`config.mk`:
```
export PLATFORM = sky130hd
export DESIGN_NAME = cache_req_stage_flat
export DESIGN_NICKNAME = d
export VERILOG_FILES = /design/src/verilog/mem_bus_pkg.sv /design/src/verilog/cache_pkg.sv /design/src/verilog/cache_ifs.sv /design/src/verilog/cache_req_stage.sv /design/src/flat_wrapper.sv
export VERILOG_INCLUDE_DIRS = /design/src /design/src/include
export SDC_FILE = /design/constraint.sdc
export NUM_CORES = 1
export LEC_CHECK = 0
export BUFFER_PORTS_ARGS = -buffer_cell sky130_fd_sc_hd__buf_2
export CAP_MARGIN = 10
export CELL_PAD_IN_SITES_DETAIL_PLACEMENT = 1
export CELL_PAD_IN_SITES_GLOBAL_PLACEMENT = 1
export CORE_MARGIN = 1.5
export CORE_UTILIZATION = 35
export DETAILED_ROUTE_END_ITERATION = 16
export GPL_TIMING_DRIVEN = 0
export PLACE_DENSITY = 0.82
export SLEW_MARGIN = 20
export SYNTH_ARGS = -nofsm -noshare
export SYNTH_HDL_FRONTEND = slang
export SYNTH_SLANG_ARGS = --single-unit
```
`constraint.sdc`:
```
create_clock -name clk_i -period 4.4 [get_ports clk_i]
set_input_delay 0.66 -clock clk_i [delete_from_list [all_inputs] [get_ports clk_i]]
set_output_delay 0.66 -clock clk_i [all_outputs]
set_load 0.005 [all_outputs]
```
`src/include/cache_geom.svh`:
```
// Direct-mapped geometry with one 64-bit word per line
// All sizes must stay powers of two

`ifndef CACHE_GEOM_SVH
`define CACHE_GEOM_SVH

// Bytes per block, equal to one data word
`define CACHE_BLOCK_BYTES 8
// Number of lines in the array
`define CACHE_LINES 32
// Byte address width on both buses
`define CACHE_ADDR_W 16

`endif

```
`src/verilog/mem_bus_pkg.sv`:
```
// Processor and memory bus types
// A memory tag of zero always means the command was refused

package mem_bus_pkg;

`include "cache_geom.svh"

    // Bus command, shared by processor and memory side
    typedef enum logic [1:0] {
        BUS_NONE  = 2'd0,
        BUS_LOAD  = 2'd1,
        BUS_STORE = 2'd2
    } bus_cmd_e;

    // Memory transaction tag width
    localparam int MEM_TAG_W = 4;

    // Processor request id width
    localparam int REQ_ID_W = 4;

    // One data word
    typedef logic [63:0] word_t;

    // Raw byte address as memory sees it
    typedef logic [`CACHE_ADDR_W-1:0] mem_addr_t;

endpackage

```
`src/verilog/cache_pkg.sv`:
```
// Cache address decoding and MSHR states
// Field widths follow the shared geometry header

package cache_pkg;

`include "cache_geom.svh"

    // ------------------------------
    // Address fields
    // ------------------------------
    localparam int LINE_OFF_W = $clog2(`CACHE_BLOCK_BYTES);
    localparam int LINE_IDX_W = $clog2(`CACHE_LINES);
    localparam int LINE_TAG_W = `CACHE_ADDR_W - LINE_IDX_W - LINE_OFF_W;

    // Tag, index, offset from msb down
    typedef struct packed {
        logic [LINE_TAG_W-1:0] tag;
        logic [LINE_IDX_W-1:0] idx;
        logic [LINE_OFF_W-1:0] off;
    } cache_addr_fields_t;

    // Same word seen as raw address or as fields
    typedef union packed {
        logic [`CACHE_ADDR_W-1:0] raw;
        cache_addr_fields_t       f;
    } cache_addr_u;

    // ------------------------------
    // MSHR entry states
    // ------------------------------
    typedef enum logic [2:0] {
        MSHR_IDLE      = 3'd0,
        MSHR_WRITEBACK = 3'd1,
        MSHR_FETCH     = 3'd2,
        MSHR_WAIT      = 3'd3,
        MSHR_FILL      = 3'd4
    } mshr_state_e;

endpackage

```
`src/verilog/cache_ifs.sv`:
```
// Internal buses between request, lookup and MSHR stages
// No clock inside; every producer registers or decodes on its own
`timescale 1ns/1ps

// Request sitting in the request stage
interface cache_req_if
    import mem_bus_pkg::*, cache_pkg::*;
();
    logic                valid;
    bus_cmd_e            cmd;
    cache_addr_u         addr;
    word_t               data;
    logic [REQ_ID_W-1:0] id;

    modport stage   (output valid, cmd, addr, data, id);
    modport lookup  (input valid, cmd, addr, data, id);
    // MSHR only needs the index for conflicts
    modport monitor (input valid, addr);
endinterface


```
`src/verilog/cache_req_stage.sv`:
```
// Processor must hold its inputs while stall_i is high
`timescale 1ns/1ps

module cache_req_stage
    import mem_bus_pkg::*;
(
    input  logic                clk_i,
    input  logic                rst_i,
    input  bus_cmd_e            proc_cmd_i,
    input  mem_addr_t           proc_addr_i,
    input  word_t               proc_data_i,
    input  logic [REQ_ID_W-1:0] proc_id_i,
    input  logic                stall_i,
    cache_req_if.stage          req
);

    // Valid only; an empty slot never stalls
    always_ff @(posedge clk_i) begin
        if (rst_i) begin
            req.valid <= 1'b0;
        end else if (!stall_i) begin
            // Old request used this cycle, replace or drop it
            req.valid <= (proc_cmd_i != BUS_NONE);
        end
    end

    // Payload follows valid, held on stall
    always_ff @(posedge clk_i) begin
        if (!stall_i) begin
            req.cmd      <= proc_cmd_i;
            req.addr.raw <= proc_addr_i;
            req.data     <= proc_data_i;
            req.id       <= proc_id_i;
        end
    end

endmodule

```
`src/flat_wrapper.sv`:
```
// flat-port wrapper written by rule: the top's interface ports become plain ports
module cache_req_stage_flat import mem_bus_pkg::*;
  (clk_i, rst_i, proc_cmd_i, proc_addr_i, proc_data_i, proc_id_i, stall_i, req_valid, req_cmd, req_addr, req_data, req_id);
  cache_req_if req_i ();
  input  logic clk_i;
  input  logic rst_i;
  input  bus_cmd_e proc_cmd_i;
  input  mem_addr_t proc_addr_i;
  input  word_t proc_data_i;
  input  logic [REQ_ID_W-1:0] proc_id_i;
  input  logic stall_i;
  output wire logic [$bits(req_i.valid)-1:0] req_valid;
  output wire logic [$bits(req_i.cmd)-1:0] req_cmd;
  output wire logic [$bits(req_i.addr)-1:0] req_addr;
  output wire logic [$bits(req_i.data)-1:0] req_data;
  output wire logic [$bits(req_i.id)-1:0] req_id;
  assign req_valid = req_i.valid;
  assign req_cmd = req_i.cmd;
  assign req_addr = req_i.addr;
  assign req_data = req_i.data;
  assign req_id = req_i.id;
  cache_req_stage u_core (.clk_i(clk_i), .rst_i(rst_i), .proc_cmd_i(proc_cmd_i), .proc_addr_i(proc_addr_i), .proc_data_i(proc_data_i), .proc_id_i(proc_id_i), .stall_i(stall_i), .req(req_i));
endmodule
```
Yosys cells after proc, flatten, opt, wreduce, memory -nomap -nowiden

Cells that the tools add are included.

Reductions and logical operators: 1

Operators by type and width:

| kind              | number |
|---|---|
| $reduce_bool 2->1 | 1 |

Register bits after elaboration: 87
Bits of input ports: 89

Depth between registers and ports, before layout

Depth in word-level cells: 1
Depth in mapped cells: 2

Worst setup path after synthesis

Ideal clock, no wire load.

Kind: input to register
Start point: input port stall_i
End point: register u_core.req.addr[0] (enable)
Library setup time: 0.439 ns
Data arrival time: 2.325 ns
Required time: 3.961 ns
Path slack: 1.636 ns
Stages on the path: 1
Path buffers: 0
Path through: inv_1

RTL lines:

| element            | line               | RTL |
|---|---|---|
| start: declaration | flat_wrapper.sv:11 | `input logic stall_i;` |
| end: declaration   | cache_ifs.sv:15    | `modport stage (output valid, cmd, addr, data, id);` |

No word-level cell between the ends.

Worst setup path after layout

Start point: register u_core.req.data[22]
End point: output port req_data[22]

RTL lines:

| element                  | line                  | RTL |
|---|---|---|
| start: declaration       | cache_ifs.sv:15       |  |
| start signal: assignment | cache_req_stage.sv:32 | `req.data <= proc_data_i;` |
| end: declaration         | flat_wrapper.sv:15    | `output wire logic [$bits(req_i.data)-1:0] req_data;` |

No word-level cell between the ends.

==> impl_metrics.xml <==
<?xml version="1.0" encoding="UTF-8"?>
<metrics>
  <group name="outcome">
    <metric name="status" unit="">completed</metric>
  </group>
  <group name="worst_setup_path">
    <metric name="timing.critical_path.from_type" unit="">flip-flop</metric>
    <metric name="worstPathCellList" unit="">buf_2</metric>
    <metric name="r2r_cells" unit="">2</metric>
    <metric name="critPathLaunch" unit="">u_core.req.data[22]$_DFFE_PN_</metric>
    <metric name="timing.critical_path.depth" unit="">1</metric>
    <metric name="worst_path_max_delay_cell" unit="">edfxtp_1</metric>
    <metric name="worstSetupEndpointType" unit="">primary output</metric>
    <metric name="worst-endpoint-arrival" unit="ns">0.89</metric>
    <metric name="worst_r2r_startpoint" unit="">u_core.req.valid$_SDFFE_PP0N_</metric>
    <metric name="cp_top_family" unit="">flip-flops</metric>
    <metric name="crit_path_max_incr_delay" unit="ns">0.39</metric>
    <metric name="path_buf_inv" unit="">1</metric>
    <metric name="critical_path_required" unit="ns">3.74</metric>
    <metric name="crit_path_max_fanout" unit="">1</metric>
    <metric name="crit_type" unit="">reg2out</metric>
  </group>
  <group name="final_layout">
    <metric name="syn_to_final_growth" unit="%">45.6</metric>
    <metric name="finalInstanceArea" unit="mm^2">0.00383</metric>
    <metric name="finish.net_count" unit="">367</metric>
    <metric name="drive_gt1_frac" unit="">0.686</metric>
    <metric name="layoutNonFillerInstCount" unit="">382</metric>
    <metric name="diodes" unit="">0</metric>
    <metric name="fillCellCount" unit="">738</metric>
  </group>
  <group name="synth">
    <metric name="synth_area_leader_cell" unit="">edfxtp_1</metric>
    <metric name="synth.mux.area_fraction" unit="">0</metric>
    <metric name="postSynth.topFlopCell" unit="">edfxtp_1</metric>
    <metric name="synth_top_area_frac" unit="">0.981</metric>
    <metric name="postSynthRegisterBits" unit="">87</metric>
    <metric name="syn_nets" unit="">180</metric>
    <metric name="most_numerous_cell_in_the_yosys_netlist" unit="">edfxtp_1</metric>
    <metric name="synth-seq-area-share" unit="">0.989</metric>
    <metric name="synth_top_cells_by_count" unit="">edfxtp_1 (86), nor3_2 (2), dfxtp_1 (1), inv_1 (1), nor2b_1 (1)</metric>
    <metric name="post_synth_main_area_contributors" unit="">edfxtp_1 (98%), dfxtp_1 (0.76%), nor3_2 (0.76%), nor2b_1 (0.24%), inv_1 (0.14%)</metric>
    <metric name="post_synthesis_instance_area" unit="mm^2">0.00263</metric>
    <metric name="synthCells" unit="">91</metric>
    <metric name="synthAdderAreaFrac" unit="">0</metric>
    <metric name="unique_cell_type_count_in_the_yosys_netlist" unit="">5</metric>
    <metric name="yosys_warnings" unit="">0</metric>
    <metric name="synth_compound_area_frac" unit="">0</metric>
    <metric name="count_of_flip_flops_with_a_built_in_enable_after_synthesis" unit="">86</metric>
    <metric name="dominant_combinational_cell_family_by_area_after_synthesis" unit="">simple AND/OR/NAND/NOR gates</metric>
    <metric name="synth-simple-area-share" unit="">0.00998</metric>
    <metric name="yosys.area_share.xor_xnor" unit="">0</metric>
    <metric name="postSynth.asyncResetShare" unit="">0</metric>
    <metric name="syn_area_per_cell" unit="um^2">28.9</metric>
  </group>
  <group name="min_path">
    <metric name="holdPathStages" unit="">1</metric>
    <metric name="timing.hold.worst.class" unit="">in2reg</metric>
    <metric name="timing.hold.worst.start" unit="">proc_data_i[29]</metric>
  </group>
  <group name="detailed_routing">
    <metric name="routed_wire_length_per_instance" unit="um">16.6</metric>
    <metric name="ant_nets" unit="">0</metric>
    <metric name="finalWirelength" unit="um">6360</metric>
    <metric name="detail_route.vias_per_cell" unit="">4.28</metric>
    <metric name="dr.pass1.iters" unit="">4</metric>
    <metric name="num_vias" unit="">1636</metric>
    <metric name="remaining_drc_errors" unit="">0</metric>
    <metric name="drt_iter0_markers" unit="">41</metric>
  </group>
  <group name="floorplanning">
    <metric name="core" unit="mm^2">0.00725</metric>
    <metric name="die_y" unit="um">89.7</metric>
    <metric name="die_width" unit="um">89.7</metric>
    <metric name="rows" unit="">31</metric>
    <metric name="initial_utilization" unit="">0.363</metric>
    <metric name="io-pin-count" unit="">176</metric>
    <metric name="fp.dieArea" unit="mm^2">0.00805</metric>
  </group>
  <group name="placement">
    <metric name="place_congestion" unit="">0.711</metric>
    <metric name="placedCellCount" unit="">366</metric>
    <metric name="dp_hpwl" unit="um">4780</metric>
    <metric name="buffer_ports.inserted" unit="">175</metric>
    <metric name="placed_area" unit="mm^2">0.00365</metric>
  </group>
  <group name="timing">
    <metric name="number_of_setup_violations_in_the_final_report" unit="">0</metric>
    <metric name="clock_skew" unit="ns">0</metric>
    <metric name="finalMaxSlewViolations" unit="">0</metric>
    <metric name="worst_pin_slew" unit="ns">0.549</metric>
    <metric name="max_freq" unit="MHz">645</metric>
    <metric name="timing.final.hold_violations" unit="">0</metric>
    <metric name="fin_tns_setup" unit="ns">0</metric>
    <metric name="min_period" unit="ns">1.55</metric>
    <metric name="worst_slew_margin_rel" unit="">0.634</metric>
    <metric name="final.period_utilization" unit="">0.352</metric>
    <metric name="grt_setup_unrepaired" unit="">false</metric>
  </group>
  <group name="global_routing">
    <metric name="wire_length_of_the_first_global_routing_pass" unit="um">9470</metric>
    <metric name="first_global_vias" unit="">1869</metric>
    <metric name="number_of_antenna_violations_at_the_first_check_in_global_routing" unit="">0</metric>
    <metric name="largest_net_degree_at_the_start_of_global_routing" unit="">45</metric>
    <metric name="global_route.overflow_total" unit="">0</metric>
    <metric name="grt.total_usage" unit="">0.160</metric>
  </group>
  <group name="clock_network">
    <metric name="cts_made_buffers" unit="">9</metric>
    <metric name="cts_num_sinks" unit="">87</metric>
    <metric name="cts_max_path_buffers" unit="">2</metric>
    <metric name="cts_resized" unit="">0</metric>
    <metric name="path_clk_slew" unit="ns">0.09</metric>
    <metric name="cts_tree" unit="">yes</metric>
    <metric name="count_of_buffers_added_by_post_cts_timing_repair_for_setup" unit="">0</metric>
    <metric name="post_cts_hold_buffer_count" unit="">0</metric>
    <metric name="cts-root-buf" unit="">clkbuf_8</metric>
    <metric name="clk_latency" unit="ns">0.34</metric>
    <metric name="h_tree_depth_reported_by_cts" unit="">3</metric>
  </group>
  <group name="power_and_ir_drop">
    <metric name="power.static_leakage" unit="nW">1.64</metric>
    <metric name="p_per_area" unit="mW/mm^2">426</metric>
    <metric name="vdd.ir_drop.worst" unit="mV">0.223</metric>
  </group>
  <group name="run">
    <metric name="drv.max_cap_violation_count" unit="">0</metric>
  </group>
</metrics>
-- worst paths after layout --
kind / endpoint / slack [ns]
max: req_data[22] / 2.85
max reg2reg: u_core.req.valid$_SDFFE_PP0N_ / 3.80
min: u_core.req.data[29]$_DFFE_PN_ / 0.48
min reg2reg: u_core.req.valid$_SDFFE_PP0N_ / 0.52
-- metrics by stage --
step                power, mW  hold WS [ns]   util  setup slack [ns]
finish                   1.63         0.475  0.529              2.85
CTS                      1.65         0.462  0.529              2.83
global placement         1.14         0.481  0.501             0.971
detailed placement       1.15         0.504  0.504              2.52
floorplan                1.04         0.495      -              1.64
global route             1.69         0.452  0.529              2.81
-- final cells by class --
type	count	area [um^2]	area share
clock buffer	9	124	0.0323
clock inverter	7	55.1	0.0144
inverter	1	6.26	0.00163
multi-input combinational	3	26.3	0.00685
sequential	87	2600	0.679
tap	99	124	0.0323
timing repair buffer	176	896	0.234
-- per-layer routing --
metal	track usage	up-vias	share of wire
met5	0	-	0
met3	0.0897	11	0.12
met2	0.309	100	0.55
li1	-	740	-
met4	0.0714	0	0.018
met1	0.127	785	0.30
-- cells in the final DEF (no fill, tap or decap) --
cell,n
buf_12,1
buf_2,175
clkbuf_8,9
clkinv_1,1
clkinv_4,1
clkinvlp_4,3
dfxtp_1,1
edfxtp_1,86
inv_4,1
inv_6,1
inv_8,1
nor2b_1,1
nor3_2,2
-- kinds of logic (layout without fill, tap and decap cells) --
group / count (synthesis) / in the layout
DFF: 87 / 87
and+or+nand+nor: 3 / 3
buffers and inverters: 1 / 193
-- state kept, by name, summed over array words and instances (netlist names) --
register          cells
u_core.req.id         4
u_core.req.data      64
u_core.req.cmd        2
u_core.req.addr      16
u_core.req.valid      1
-- report_power, final --
part	leakage [nW]	switching (mW)	total (mW)	internal [mW]
Clock	0.0814	0.294	0.504	0.210
Combinational	0.710	0.0637	0.133	0.0695
Sequential	0.850	0.0155	0.997	0.982
Total	1.64	0.373	1.63	1.26
No activity file was read; power rests on OpenSTA's default activity.
