--- config.mk ---
export PLATFORM = sky130hd
export DESIGN_NAME = mshr_file_flat
export DESIGN_NICKNAME = d
export VERILOG_FILES = /design/src/verilog/mem_bus_pkg.sv /design/src/verilog/cache_pkg.sv /design/src/verilog/cache_ifs.sv /design/src/verilog/mshr_file.sv /design/src/flat_wrapper.sv
export VERILOG_INCLUDE_DIRS = /design/src /design/src/include
export SDC_FILE = /design/constraint.sdc
export NUM_CORES = 1
export LEC_CHECK = 0
export ABC_CLOCK_PERIOD_IN_PS = 30200
export BUFFER_PORTS_ARGS = -buffer_cell sky130_fd_sc_hd__buf_2
export CORE_AREA = 2 2 286 288
export CTS_BUF_LIST = sky130_fd_sc_hd__clkbuf_8 sky130_fd_sc_hd__clkbuf_16
export DETAILED_ROUTE_END_ITERATION = 16
export DIE_AREA = 0 0 288 290
export RECOVER_POWER = 25
export SLEW_MARGIN = 25
export SYNTH_ARGS = -nofsm -noshare
export SYNTH_HDL_FRONTEND = slang
export SYNTH_SLANG_ARGS = --single-unit
--- constraint.sdc ---
create_clock -name clk_i -period 30.2 [get_ports clk_i]
set_input_delay 9.06 -clock clk_i [delete_from_list [all_inputs] [get_ports clk_i]]
set_output_delay 9.06 -clock clk_i [all_outputs]
set_load 0.03 [all_outputs]
--- src/include/cache_geom.svh ---
// Direct-mapped geometry with one 64-bit word per line
// All sizes must stay powers of two

`ifndef CACHE_GEOM_SVH
`define CACHE_GEOM_SVH

// Bytes per block, equal to one data word
`define CACHE_BLOCK_BYTES 8
// Number of lines in the array
`define CACHE_LINES 32
// Byte address width on both buses
`define CACHE_ADDR_W 16

`endif

--- src/verilog/mem_bus_pkg.sv ---
// Processor and memory bus types
// A memory tag of zero always means the command was refused

package mem_bus_pkg;

`include "cache_geom.svh"

    // Bus command, shared by processor and memory side
    typedef enum logic [1:0] {
        BUS_NONE  = 2'd0,
        BUS_LOAD  = 2'd1,
        BUS_STORE = 2'd2
    } bus_cmd_e;

    // Memory transaction tag width
    localparam int MEM_TAG_W = 4;

    // Processor request id width
    localparam int REQ_ID_W = 4;

    // One data word
    typedef logic [63:0] word_t;

    // Raw byte address as memory sees it
    typedef logic [`CACHE_ADDR_W-1:0] mem_addr_t;

endpackage

--- src/verilog/cache_pkg.sv ---
// Cache address decoding and MSHR states
// Field widths follow the shared geometry header

package cache_pkg;

`include "cache_geom.svh"

    // ------------------------------
    // Address fields
    // ------------------------------
    localparam int LINE_OFF_W = $clog2(`CACHE_BLOCK_BYTES);
    localparam int LINE_IDX_W = $clog2(`CACHE_LINES);
    localparam int LINE_TAG_W = `CACHE_ADDR_W - LINE_IDX_W - LINE_OFF_W;

    // Tag, index, offset from msb down
    typedef struct packed {
        logic [LINE_TAG_W-1:0] tag;
        logic [LINE_IDX_W-1:0] idx;
        logic [LINE_OFF_W-1:0] off;
    } cache_addr_fields_t;

    // Same word seen as raw address or as fields
    typedef union packed {
        logic [`CACHE_ADDR_W-1:0] raw;
        cache_addr_fields_t       f;
    } cache_addr_u;

    // ------------------------------
    // MSHR entry states
    // ------------------------------
    typedef enum logic [2:0] {
        MSHR_IDLE      = 3'd0,
        MSHR_WRITEBACK = 3'd1,
        MSHR_FETCH     = 3'd2,
        MSHR_WAIT      = 3'd3,
        MSHR_FILL      = 3'd4
    } mshr_state_e;

endpackage

--- src/verilog/cache_ifs.sv ---
// Internal buses between request, lookup and MSHR stages
// No clock inside; every producer registers or decodes on its own
`timescale 1ns/1ps

// Request sitting in the request stage
interface cache_req_if
    import mem_bus_pkg::*, cache_pkg::*;
();
    logic                valid;
    bus_cmd_e            cmd;
    cache_addr_u         addr;
    word_t               data;
    logic [REQ_ID_W-1:0] id;

    modport stage   (output valid, cmd, addr, data, id);
    modport lookup  (input valid, cmd, addr, data, id);
    // MSHR only needs the index for conflicts
    modport monitor (input valid, addr);
endinterface

// One-cycle miss pulse with the victim line
interface miss_if
    import mem_bus_pkg::*, cache_pkg::*;
();
    logic                valid;
    bus_cmd_e            cmd;
    cache_addr_u         addr;
    word_t               data;
    logic [REQ_ID_W-1:0] id;
    logic                victim_dirty;
    mem_addr_t           victim_addr;
    word_t               victim_data;

    modport src (output valid, cmd, addr, data, id, victim_dirty, victim_addr, victim_data);
    modport dst (input valid, cmd, addr, data, id, victim_dirty, victim_addr, victim_data);
endinterface

// Line write from a finished miss
interface fill_if
    import mem_bus_pkg::*, cache_pkg::*;
();
    logic                  valid;
    logic [LINE_IDX_W-1:0] idx;
    logic [LINE_TAG_W-1:0] tag;
    word_t                 data;
    logic                  dirty;

    modport src (output valid, idx, tag, data, dirty);
    modport dst (input valid, idx, tag, data, dirty);
endinterface

--- src/verilog/mshr_file.sv ---
// Miss status registers; secondary misses to an open index stall
// Store misses fetch the old word too, then overwrite it on fill
`timescale 1ns/1ps

module mshr_file
    import mem_bus_pkg::*, cache_pkg::*;
#(
    parameter int MSHR_NUM = 4
) (
    input  logic                          clk_i,
    input  logic                          rst_i,
    cache_req_if.monitor                  req,
    miss_if.dst                           miss,
    fill_if.src                           fill,
    output logic                          stall_o,
    output logic     [MSHR_NUM-1:0]       issue_req_o,
    output bus_cmd_e [MSHR_NUM-1:0]       issue_cmd_o,
    output mem_addr_t [MSHR_NUM-1:0]      issue_addr_o,
    output word_t    [MSHR_NUM-1:0]       issue_data_o,
    input  logic     [MSHR_NUM-1:0]       grant_i,
    input  logic     [MEM_TAG_W-1:0]      mem_response_i,
    input  logic     [MEM_TAG_W-1:0]      mem_tag_i,
    input  word_t                         mem_data_i,
    output logic                          miss_valid_o,
    output word_t                         miss_data_o,
    output logic     [REQ_ID_W-1:0]       miss_id_o
);

    localparam int IDX_W = (MSHR_NUM > 1) ? $clog2(MSHR_NUM) : 1;

    // ------------------------------
    // Entry storage
    // ------------------------------
    mshr_state_e         state_q       [MSHR_NUM];
    bus_cmd_e            cmd_q         [MSHR_NUM];
    cache_addr_u         addr_q        [MSHR_NUM];
    // Store data, or load data once returned
    word_t               data_q        [MSHR_NUM];
    logic [REQ_ID_W-1:0] id_q          [MSHR_NUM];
    mem_addr_t           victim_addr_q [MSHR_NUM];
    word_t               victim_data_q [MSHR_NUM];
    logic [MEM_TAG_W-1:0] tag_q        [MSHR_NUM];

    logic [MSHR_NUM-1:0] accept;
    logic                free_any;
    logic [IDX_W-1:0]    alloc_idx;
    logic                idx_match;
    logic                fill_next;
    logic                fill_act;
    logic [IDX_W-1:0]    fill_sel;

    // Command taken only with a nonzero tag
    assign accept = (mem_response_i != '0) ? grant_i : '0;

    // ------------------------------
    // Free entry, conflicts, fill
    // ------------------------------
    always_comb begin
        free_any  = 1'b0;
        alloc_idx = '0;
        idx_match = 1'b0;
        fill_next = 1'b0;
        fill_act  = 1'b0;
        fill_sel  = '0;
        // Downward scan leaves the lowest free entry
        for (int i = MSHR_NUM - 1; i >= 0; i--) begin
            if (state_q[i] == MSHR_IDLE) begin
                free_any  = 1'b1;
                alloc_idx = IDX_W'(i);
            end
        end
        for (int i = 0; i < MSHR_NUM; i++) begin
            if ((state_q[i] != MSHR_IDLE) && (addr_q[i].f.idx == req.addr.f.idx)) begin
                idx_match = 1'b1;
            end
            // Stored tag is never zero
            if ((state_q[i] == MSHR_WAIT) && (mem_tag_i == tag_q[i])) begin
                fill_next = 1'b1;
            end
            // One tag per cycle, so at most one entry fills
            if (state_q[i] == MSHR_FILL) begin
                fill_act = 1'b1;
                fill_sel = IDX_W'(i);
            end
        end
    end

    // Fill next cycle also blocks, else a hit would land on the miss completion
    assign stall_o = req.valid && (!free_any || idx_match || fill_act || fill_next);

    // ------------------------------
    // Entry FSMs
    // ------------------------------
    always_ff @(posedge clk_i) begin
        for (int i = 0; i < MSHR_NUM; i++) begin
            if (rst_i) begin
                state_q[i] <= MSHR_IDLE;
            end else begin
                case (state_q[i])
                    MSHR_IDLE: begin
                        if (miss.valid && (alloc_idx == IDX_W'(i))) begin
                            state_q[i] <= miss.victim_dirty ? MSHR_WRITEBACK : MSHR_FETCH;
                        end
                    end
                    MSHR_WRITEBACK: if (accept[i]) state_q[i] <= MSHR_FETCH;
                    MSHR_FETCH:     if (accept[i]) state_q[i] <= MSHR_WAIT;
                    MSHR_WAIT:      if (mem_tag_i == tag_q[i]) state_q[i] <= MSHR_FILL;
                    // Fill lasts one cycle
                    default:        state_q[i] <= MSHR_IDLE;
                endcase
            end
        end
    end

    // Entry payload
    always_ff @(posedge clk_i) begin
        for (int i = 0; i < MSHR_NUM; i++) begin
            if ((state_q[i] == MSHR_IDLE) && miss.valid && (alloc_idx == IDX_W'(i))) begin
                cmd_q[i]         <= miss.cmd;
                addr_q[i]        <= miss.addr;
                // Block aligned for the fetch
                addr_q[i].f.off  <= '0;
                data_q[i]        <= miss.data;
                id_q[i]          <= miss.id;
                victim_addr_q[i] <= miss.victim_addr;
                victim_data_q[i] <= miss.victim_data;
            end
            if ((state_q[i] == MSHR_FETCH) && accept[i]) begin
                tag_q[i] <= mem_response_i;
            end
            // Store keeps its own word
            if ((state_q[i] == MSHR_WAIT) && (mem_tag_i == tag_q[i]) && (cmd_q[i] == BUS_LOAD)) begin
                data_q[i] <= mem_data_i;
            end
        end
    end

    // ------------------------------
    // Memory requests per entry
    // ------------------------------
    always_comb begin
        for (int i = 0; i < MSHR_NUM; i++) begin
            issue_req_o[i]  = (state_q[i] == MSHR_WRITEBACK) || (state_q[i] == MSHR_FETCH);
            issue_cmd_o[i]  = (state_q[i] == MSHR_WRITEBACK) ? BUS_STORE : BUS_LOAD;
            issue_addr_o[i] = (state_q[i] == MSHR_WRITEBACK) ? victim_addr_q[i] : addr_q[i].raw;
            issue_data_o[i] = victim_data_q[i];
        end
    end

    // Line write and completion from the filling entry
    always_comb begin
        fill.valid = fill_act;
        fill.idx   = addr_q[fill_sel].f.idx;
        fill.tag   = addr_q[fill_sel].f.tag;
        fill.data  = data_q[fill_sel];
        // Store miss leaves the line dirty
        fill.dirty = (cmd_q[fill_sel] == BUS_STORE);
    end

    assign miss_valid_o = fill_act;
    assign miss_data_o  = (cmd_q[fill_sel] == BUS_LOAD) ? data_q[fill_sel] : '0;
    assign miss_id_o    = id_q[fill_sel];

endmodule

--- src/flat_wrapper.sv ---
// flat-port wrapper written by rule: the top's interface ports become plain ports
module mshr_file_flat import mem_bus_pkg::*, cache_pkg::*;
#(
    parameter int MSHR_NUM = 4
)
  (clk_i, rst_i, stall_o, issue_req_o, issue_cmd_o, issue_addr_o, issue_data_o, grant_i, mem_response_i, mem_tag_i, mem_data_i, miss_valid_o, miss_data_o, miss_id_o, req_valid, req_addr, miss_valid, miss_cmd, miss_addr, miss_data, miss_id, miss_victim_dirty, miss_victim_addr, miss_victim_data, fill_valid, fill_idx, fill_tag, fill_data, fill_dirty);
  cache_req_if req_i ();
  miss_if miss_i ();
  fill_if fill_i ();
  input  logic clk_i;
  input  logic rst_i;
  output logic stall_o;
  output logic     [MSHR_NUM-1:0] issue_req_o;
  output bus_cmd_e [MSHR_NUM-1:0] issue_cmd_o;
  output mem_addr_t [MSHR_NUM-1:0] issue_addr_o;
  output word_t    [MSHR_NUM-1:0] issue_data_o;
  input  logic     [MSHR_NUM-1:0] grant_i;
  input  logic     [MEM_TAG_W-1:0] mem_response_i;
  input  logic     [MEM_TAG_W-1:0] mem_tag_i;
  input  word_t mem_data_i;
  output logic miss_valid_o;
  output word_t miss_data_o;
  output logic     [REQ_ID_W-1:0] miss_id_o;
  input wire logic [$bits(req_i.valid)-1:0] req_valid;
  input wire logic [$bits(req_i.addr)-1:0] req_addr;
  input wire logic [$bits(miss_i.valid)-1:0] miss_valid;
  input wire logic [$bits(miss_i.cmd)-1:0] miss_cmd;
  input wire logic [$bits(miss_i.addr)-1:0] miss_addr;
  input wire logic [$bits(miss_i.data)-1:0] miss_data;
  input wire logic [$bits(miss_i.id)-1:0] miss_id;
  input wire logic [$bits(miss_i.victim_dirty)-1:0] miss_victim_dirty;
  input wire logic [$bits(miss_i.victim_addr)-1:0] miss_victim_addr;
  input wire logic [$bits(miss_i.victim_data)-1:0] miss_victim_data;
  output wire logic [$bits(fill_i.valid)-1:0] fill_valid;
  output wire logic [$bits(fill_i.idx)-1:0] fill_idx;
  output wire logic [$bits(fill_i.tag)-1:0] fill_tag;
  output wire logic [$bits(fill_i.data)-1:0] fill_data;
  output wire logic [$bits(fill_i.dirty)-1:0] fill_dirty;
  assign req_i.valid = req_valid;
  assign req_i.addr = req_addr;
  assign miss_i.valid = miss_valid;
  assign miss_i.cmd = miss_cmd;
  assign miss_i.addr = miss_addr;
  assign miss_i.data = miss_data;
  assign miss_i.id = miss_id;
  assign miss_i.victim_dirty = miss_victim_dirty;
  assign miss_i.victim_addr = miss_victim_addr;
  assign miss_i.victim_data = miss_victim_data;
  assign fill_valid = fill_i.valid;
  assign fill_idx = fill_i.idx;
  assign fill_tag = fill_i.tag;
  assign fill_data = fill_i.data;
  assign fill_dirty = fill_i.dirty;
  mshr_file #(.MSHR_NUM(MSHR_NUM)) u_core (.clk_i(clk_i), .rst_i(rst_i), .req(req_i), .miss(miss_i), .fill(fill_i), .stall_o(stall_o), .issue_req_o(issue_req_o), .issue_cmd_o(issue_cmd_o), .issue_addr_o(issue_addr_o), .issue_data_o(issue_data_o), .grant_i(grant_i), .mem_response_i(mem_response_i), .mem_tag_i(mem_tag_i), .mem_data_i(mem_data_i), .miss_valid_o(miss_valid_o), .miss_data_o(miss_data_o), .miss_id_o(miss_id_o));
endmodule
# Yosys cells after proc, flatten, opt, wreduce, memory -nomap -nowiden
# Memories as Yosys holds them, arrays and structs flattened.
# Cells that the tools add are included.
# W data, S select, Z words.
[totals] ff_bits=0 latchBits=0 ramBits=692 mem_bits_ro=0 in_bits=263 out_inout_bits=481 wordCells=340 memories=8
[mem_list] name="u_core.data_q" depth=4 word_bits=64 read_ports=1 rd_ports_with_merged_regs=0 write_ports=4 line_no="mshr_file.sv:38" rtl="word_t data_q [MSHR_NUM];"
[mem_list] name="u_core.victim_data_q" depth=4 word_bits=64 read_ports=4 rd_ports_with_merged_regs=0 write_ports=1 line_no="mshr_file.sv:41" rtl="word_t victim_data_q [MSHR_NUM];"
[mem_list] name="u_core.addr_q" depth=4 word_bits=16 read_ports=5 rd_ports_with_merged_regs=0 write_ports=1 line_no="mshr_file.sv:36" rtl="cache_addr_u addr_q [MSHR_NUM];"
[mem_list] name="u_core.victim_addr_q" depth=4 word_bits=16 read_ports=4 rd_ports_with_merged_regs=0 write_ports=1 line_no="mshr_file.sv:40" rtl="mem_addr_t victim_addr_q [MSHR_NUM];"
[mem_list] name="u_core.id_q" depth=4 word_bits=4 read_ports=1 rd_ports_with_merged_regs=0 write_ports=1 line_no="mshr_file.sv:39" rtl="logic [REQ_ID_W-1:0] id_q [MSHR_NUM];"
[mem_list] name="u_core.tag_q" depth=4 word_bits=4 read_ports=4 rd_ports_with_merged_regs=0 write_ports=4 line_no="mshr_file.sv:42" rtl="logic [MEM_TAG_W-1:0] tag_q [MSHR_NUM];"
[mem_list] name="2 more memories"
[classes] add_sub_neg=0 n_mul=0 n_div=0 n_lt_le_gt_ge=0 eq_ne=33 n_shift=0 muxes=205 n_bitwise=28 n_reduce_logical=66
[ops] operator="$mux W64" count=8
[ops] operator="$reduce_or A64 Y1" count=3
[ops] operator="$mux W16" count=10
[ops] operator="$mux W1" count=127
[ops] operator="$reduce_or A16 Y1" count=6
[ops] operator="$mux W3" count=24
[ops] operator="$mux W2" count=32
[ops] operator="$logic_and A1 B1 Y1" count=29
[ops] operator="$or A1 B1 Y1" count=28
[ops] operator="$reduce_or A4 Y1" count=7
[ops] operator="$eq A3 B2 Y1 const B" count=8
[ops] operator="$eq A5 B5 Y1" count=4
[ops] operator="$eq A4 B4 Y1" count=4
[ops] operator="$mux W4" count=4
[ops] operator="$eq A2 B1 Y1 const B" count=6
[ops] operator="$eq A3 B1 Y1 const B" count=4
[ops] operator="$eq A3 B3 Y1 const B" count=4
[ops] operator="$logic_not A3 Y1" count=4
[ops] operator="$reduce_bool A3 Y1" count=4
[ops] operator="$logic_or A1 B1 Y1" count=7
[ops] operator="$eq A2 B2 Y1 const B" count=3
[ops] operator="$reduce_or A2 Y1" count=3
[ops] operator="$reduce_bool A4 Y1" count=1
[ops] operator="$logic_not A2 Y1" count=1
[ops] operator="$logic_not A1 Y1" count=1

# Depth between registers and ports, before layout
# An unclocked memory read counts as a cell.
[depth] depth_word=17 ltp_mapped=9 depth_no_buf=6

# Worst setup path after synthesis
# Ideal clock, no wire load.
[synth_path] kind="input-to-output" from="input port req_addr[5]" to="output port stall_o" arrival_time_ns=10.695 t_required_ns=21.140 path_slack_ns=10.445 path_stages=6 n_path_buf=1 path_cell_list="clkbuf_1 -> xor2_1 -> or4_1 -> nor3_1 -> nor4_1 -> a41oi_1"
[synth_between] elab_chain_len=10 word_cells_on_any_way=16 classes_between="eq/ne: 4; mux: 4; reduce/logical: 8"
[synth_rtl] element="start, declared" line_no="flat_wrapper.sv:25" rtl="input wire logic [$bits(req_i.addr)-1:0] req_addr;"
[synth_rtl] element="$eq A5 B5 Y1" line_no="mshr_file.sv:73" rtl="if ((state_q[i] != MSHR_IDLE) && (addr_q[i].f.idx == req.addr.f.idx)) begin"
[synth_rtl] element="$logic_and A1 B1 Y1" line_no="mshr_file.sv:73"
[synth_rtl] element="$mux W1 (3 in a row)" line_no="mshr_file.sv:73"
[synth_rtl] element="$mux W1 (*)" line_no="mshr_file.sv:73"
[synth_rtl] element="$logic_or A1 B1 Y1 (*) (3 in a row)" line_no="mshr_file.sv:89" rtl="assign stall_o = req.valid && (!free_any || idx_match || fill_act || fill_next);"
[synth_rtl] element="$logic_and A1 B1 Y1 (*)" line_no="mshr_file.sv:89"
[synth_rtl] element="end, declared" line_no="flat_wrapper.sv:12" rtl="output logic stall_o;"
# Every way passes the cells marked *; elsewhere a longest branch is shown, timed or not.

# Worst setup path after layout
[layout_path] from="input port mem_tag_i[1]" to="output port stall_o"
[layout_between] elab_chain_len=8 word_cells_on_any_way=14 classes_between="eq/ne: 4; mux: 4; reduce/logical: 6"
[layout_rtl] element="start, declared" line_no="flat_wrapper.sv:19" rtl="input logic [MEM_TAG_W-1:0] mem_tag_i;"
[layout_rtl] element="$eq A4 B4 Y1" line_no="mshr_file.sv:77" rtl="if ((state_q[i] == MSHR_WAIT) && (mem_tag_i == tag_q[i])) begin"
[layout_rtl] element="$logic_and A1 B1 Y1" line_no="mshr_file.sv:77"
[layout_rtl] element="$mux W1 (3 in a row)" line_no="mshr_file.sv:77"
[layout_rtl] element="$mux W1 (*)" line_no="mshr_file.sv:77"
[layout_rtl] element="$logic_or A1 B1 Y1 (*)" line_no="mshr_file.sv:89"
[layout_rtl] element="$logic_and A1 B1 Y1 (*)" line_no="mshr_file.sv:89"
# Marks and branches as above.

==> reports/qor.csv <==
metric,value,unit
status,finished with violations,
failed_checks,"capacitance limit, slew limit",
p_int,2.14,mW
post_cts_resize_count,0,
cp.arrival,11.37,ns
ant_nets,0,
fmax,48.9,MHz
power.total,3.50,mW
whs,0.463,ns
numCtsBuffers,75,
holdPathEnd,u_core.addr_q[2][1]$_SDFFE_PP0P_,
drcViolationCount,0,
die_area,83500,um2
synthXorXnorAreaFrac,1.23,%
via_per_inst,4.97,
cts_tree,built,
drive_above_1_share,42.3,%
core,80200,um2
antenna_found_initial,29,
grt_pass1_wl,125000,um
hold_depth,1,
finClkSkew,0.0414,ns
tightest_slew,2.04,ns
hpwl,60500,um
drv_cap,1,
reg2reg_slack,26.11,ns
finalMaxSlewViolations,39,
synth-adder-area-share,0,%
synthesis.nets,1819,
yosysSeqAreaShare,72.2,%
clockRootBuffer,clkbuf_16,
required,21.14,ns
crit_path_cell_trace,clkbuf_1 > xnor2_1 > nand3_1 > nor4b_1 > nor4_1 > a41oi_1 > buf_2,
fin_crit_sh,67.7,%
die_w,288,um
p_switching,1.36,mW
routed_wirelength,87600,um
fin_crit,20.43,ns
clockBufferDepth,3,
pwr-share-seq,37.5,%
globalRouteOverflowTotal,0,
r2r-end,u_core.id_q[0][2]$_DFFE_PP_,
areaGrowthSynthToFinish,25.4,%
syn_area,28400,um2
setup_tns,0,ns
synthArstFlopShare,0,%
rr_worst_depth,4,
combPwrFrac,35.9,%
synth_edf_count,680,
synth_compound_area_share,0.379,%
hp-start,u_core.addr_q[2][1]$_SDFFE_PP0P_,
rows,104,
synth_cell_types,42,
crit_slowest_cell,nor4b_1,
boundaryPins,744,
drt_iter0_drc,1041,
synth_top_family_by_area,multiplexers,
post_cts_buffers,0,
nets,2571,
finalHoldViolCount,0,
gp_congestion,0.887,
synthFlopType,edfxtp_1,
htreeDepth,3,
via_count,17100,
port_buffers,729,
switching_share,38.8,%
avgSynthCellArea,18.2,um2
yosysWarnings,0,
first_pass_iters,5,
rsz0062_at_grt,no,
cpPeakStageDelay,0.98,ns
p_per_area,98.5,nW/um2
die_h,290,um
p_leak,14.3,nW
critPathCaptureType,primary output,
vdd_drop_max,0.0000655,V
p_clk_share,26.5,%
final_util,44.4,%
hp-class,flop to flop,
setup_viol,0,
slew_headroom,-37.1,%
worstSetupPathType,primary input to primary output,
post-place-ws,10.27,ns
path_max_fanout,4,
grt_pass1_vias,18100,
worstSkewPairLatency,0.62,ns
initial_utilization,35.4,%
grt_usage,20.4,%
cts.sinks,683,
synth.area.mux_share,20.9,%
reg2reg_from,u_core.state_q[0][2]$_SDFFCE_PP0P_,
synthSimpleGateAreaFrac,3.61,%
startpoint_type,primary input,
ctsHoldBuffers,0,
setup_slack,9.77,ns
routedWlPerCell,25.5,um
ys_seq_elements,683,
syn_inst,1556,
grt_max_degree,64,
clk_pin_slew_worst_paths,0.06,ns
## Yosys cell counts, types with 13 or more instances
master    instances  area, um2
nor2_1           13       48.8
nor3_1           17       85.1
edfxtp_1        680      20400
mux2_2          227       2560
xnor2_1          26        228
nor2b_1          38        238
mux2_1           84        946
mux2i_1         243       2430
buf_2            27        135
xor2_1           14        123
clkbuf_1         34        128
and3_1           35        219
## critical path, delay by kind of cell
family | cells | cell delay, ns
buf+inv | 2 | 0.51
xor+xnor | 1 | 0.16
simple gates | 3 | 1.31
compound gates | 1 | 0.33
## cells by family after synthesis
kind of cell           after synthesis
flip-flops                         683
multiplexers                       554
AND/OR/NAND/NOR                    169
buffers and inverters               92
XOR/XNOR                            40
AO/OA/AOI/OAI                       18
## worst max path at each step
stage | end | from | cells past startpoint
floorplan | stall_o | req_addr[5] | 6
global route | stall_o | mem_tag_i[1] | 7
detailed placement | stall_o | mem_tag_i[1] | 7
global placement | stall_o | mem_tag_i[1] | 7
finish | stall_o | mem_tag_i[1] | 7
CTS | stall_o | mem_tag_i[3] | 7
## sequential cells by signal (all words and copies together), names as in the netlist
signal                cells
u_core.victim_data_q    256
u_core.cmd_q              8
u_core.addr_q            55
u_core.tag_q             16
u_core.victim_addr_q     64
u_core.state_q           12
u_core.id_q              16
u_core.data_q           256
## metrics by stage
step           cells  instance area, um2
2_1_floorplan   1556               28400
3_3_place_gp    3291               33200
3_5_place_dp    3291               33200
4_1_cts         3425               35700
5_1_grt         3434               35600
6_report        3434               35600
## area by class of cell
type                            count  area [um2]
Clock inverter                     59         618
Antenna cell                        9        22.5
Multi-Input combinational cell    781        7500
Clock buffer                       75        1880
Timing Repair Buffer              755        3710
Sequential cell                   683       20500
Fill cell                        7250       44600
Inverter                           12        51.3
Tap cell                         1060        1330
## per-layer routing
metal | vias to the layer above | wire length [um] | global-route usage [%]
met5 | - | 127 | 0
met4 | 18 | 2310 | 6.98
met3 | 166 | 7850 | 7.04
met2 | 678 | 44000 | 35.0
met1 | 8600 | 33300 | 23.7
li1 | 7612 | - | -
## placed cells by master, fill, tap and decap left out, types with 6 or more instances in the layout
master	synthesis	layout
clkinv_2	0	11
nor3_1	17	17
clkbuf_1	34	106
xnor2_1	26	26
and3_1	35	35
nand2_1	10	7
clkbuf_16	0	75
mux2i_1	243	243
edfxtp_1	680	680
clkinv_1	0	17
a21oi_1	8	7
buf_2	27	623
nor2_1	13	12
buf_4	10	26
mux2_1	84	84
nor2b_1	38	38
and2_1	9	8
nand3_1	12	11
inv_1	12	19
bufinv_16	0	9
diode_2	0	9
mux2_2	227	227
xor2_1	14	14
nor3b_2	2	6
## power by group through the flow
stage	Sequential (mW)	Combinational, mW	Clock, mW
2_1_floorplan	1.45	0.741	0
3_3_place_gp	1.33	1.28	0
3_5_place_dp	1.33	1.28	0
4_1_cts	1.32	1.28	0.951
5_1_grt	1.33	1.34	0.986
6_report	1.32	1.26	0.929
No activity file was read; power rests on OpenSTA's default activity.
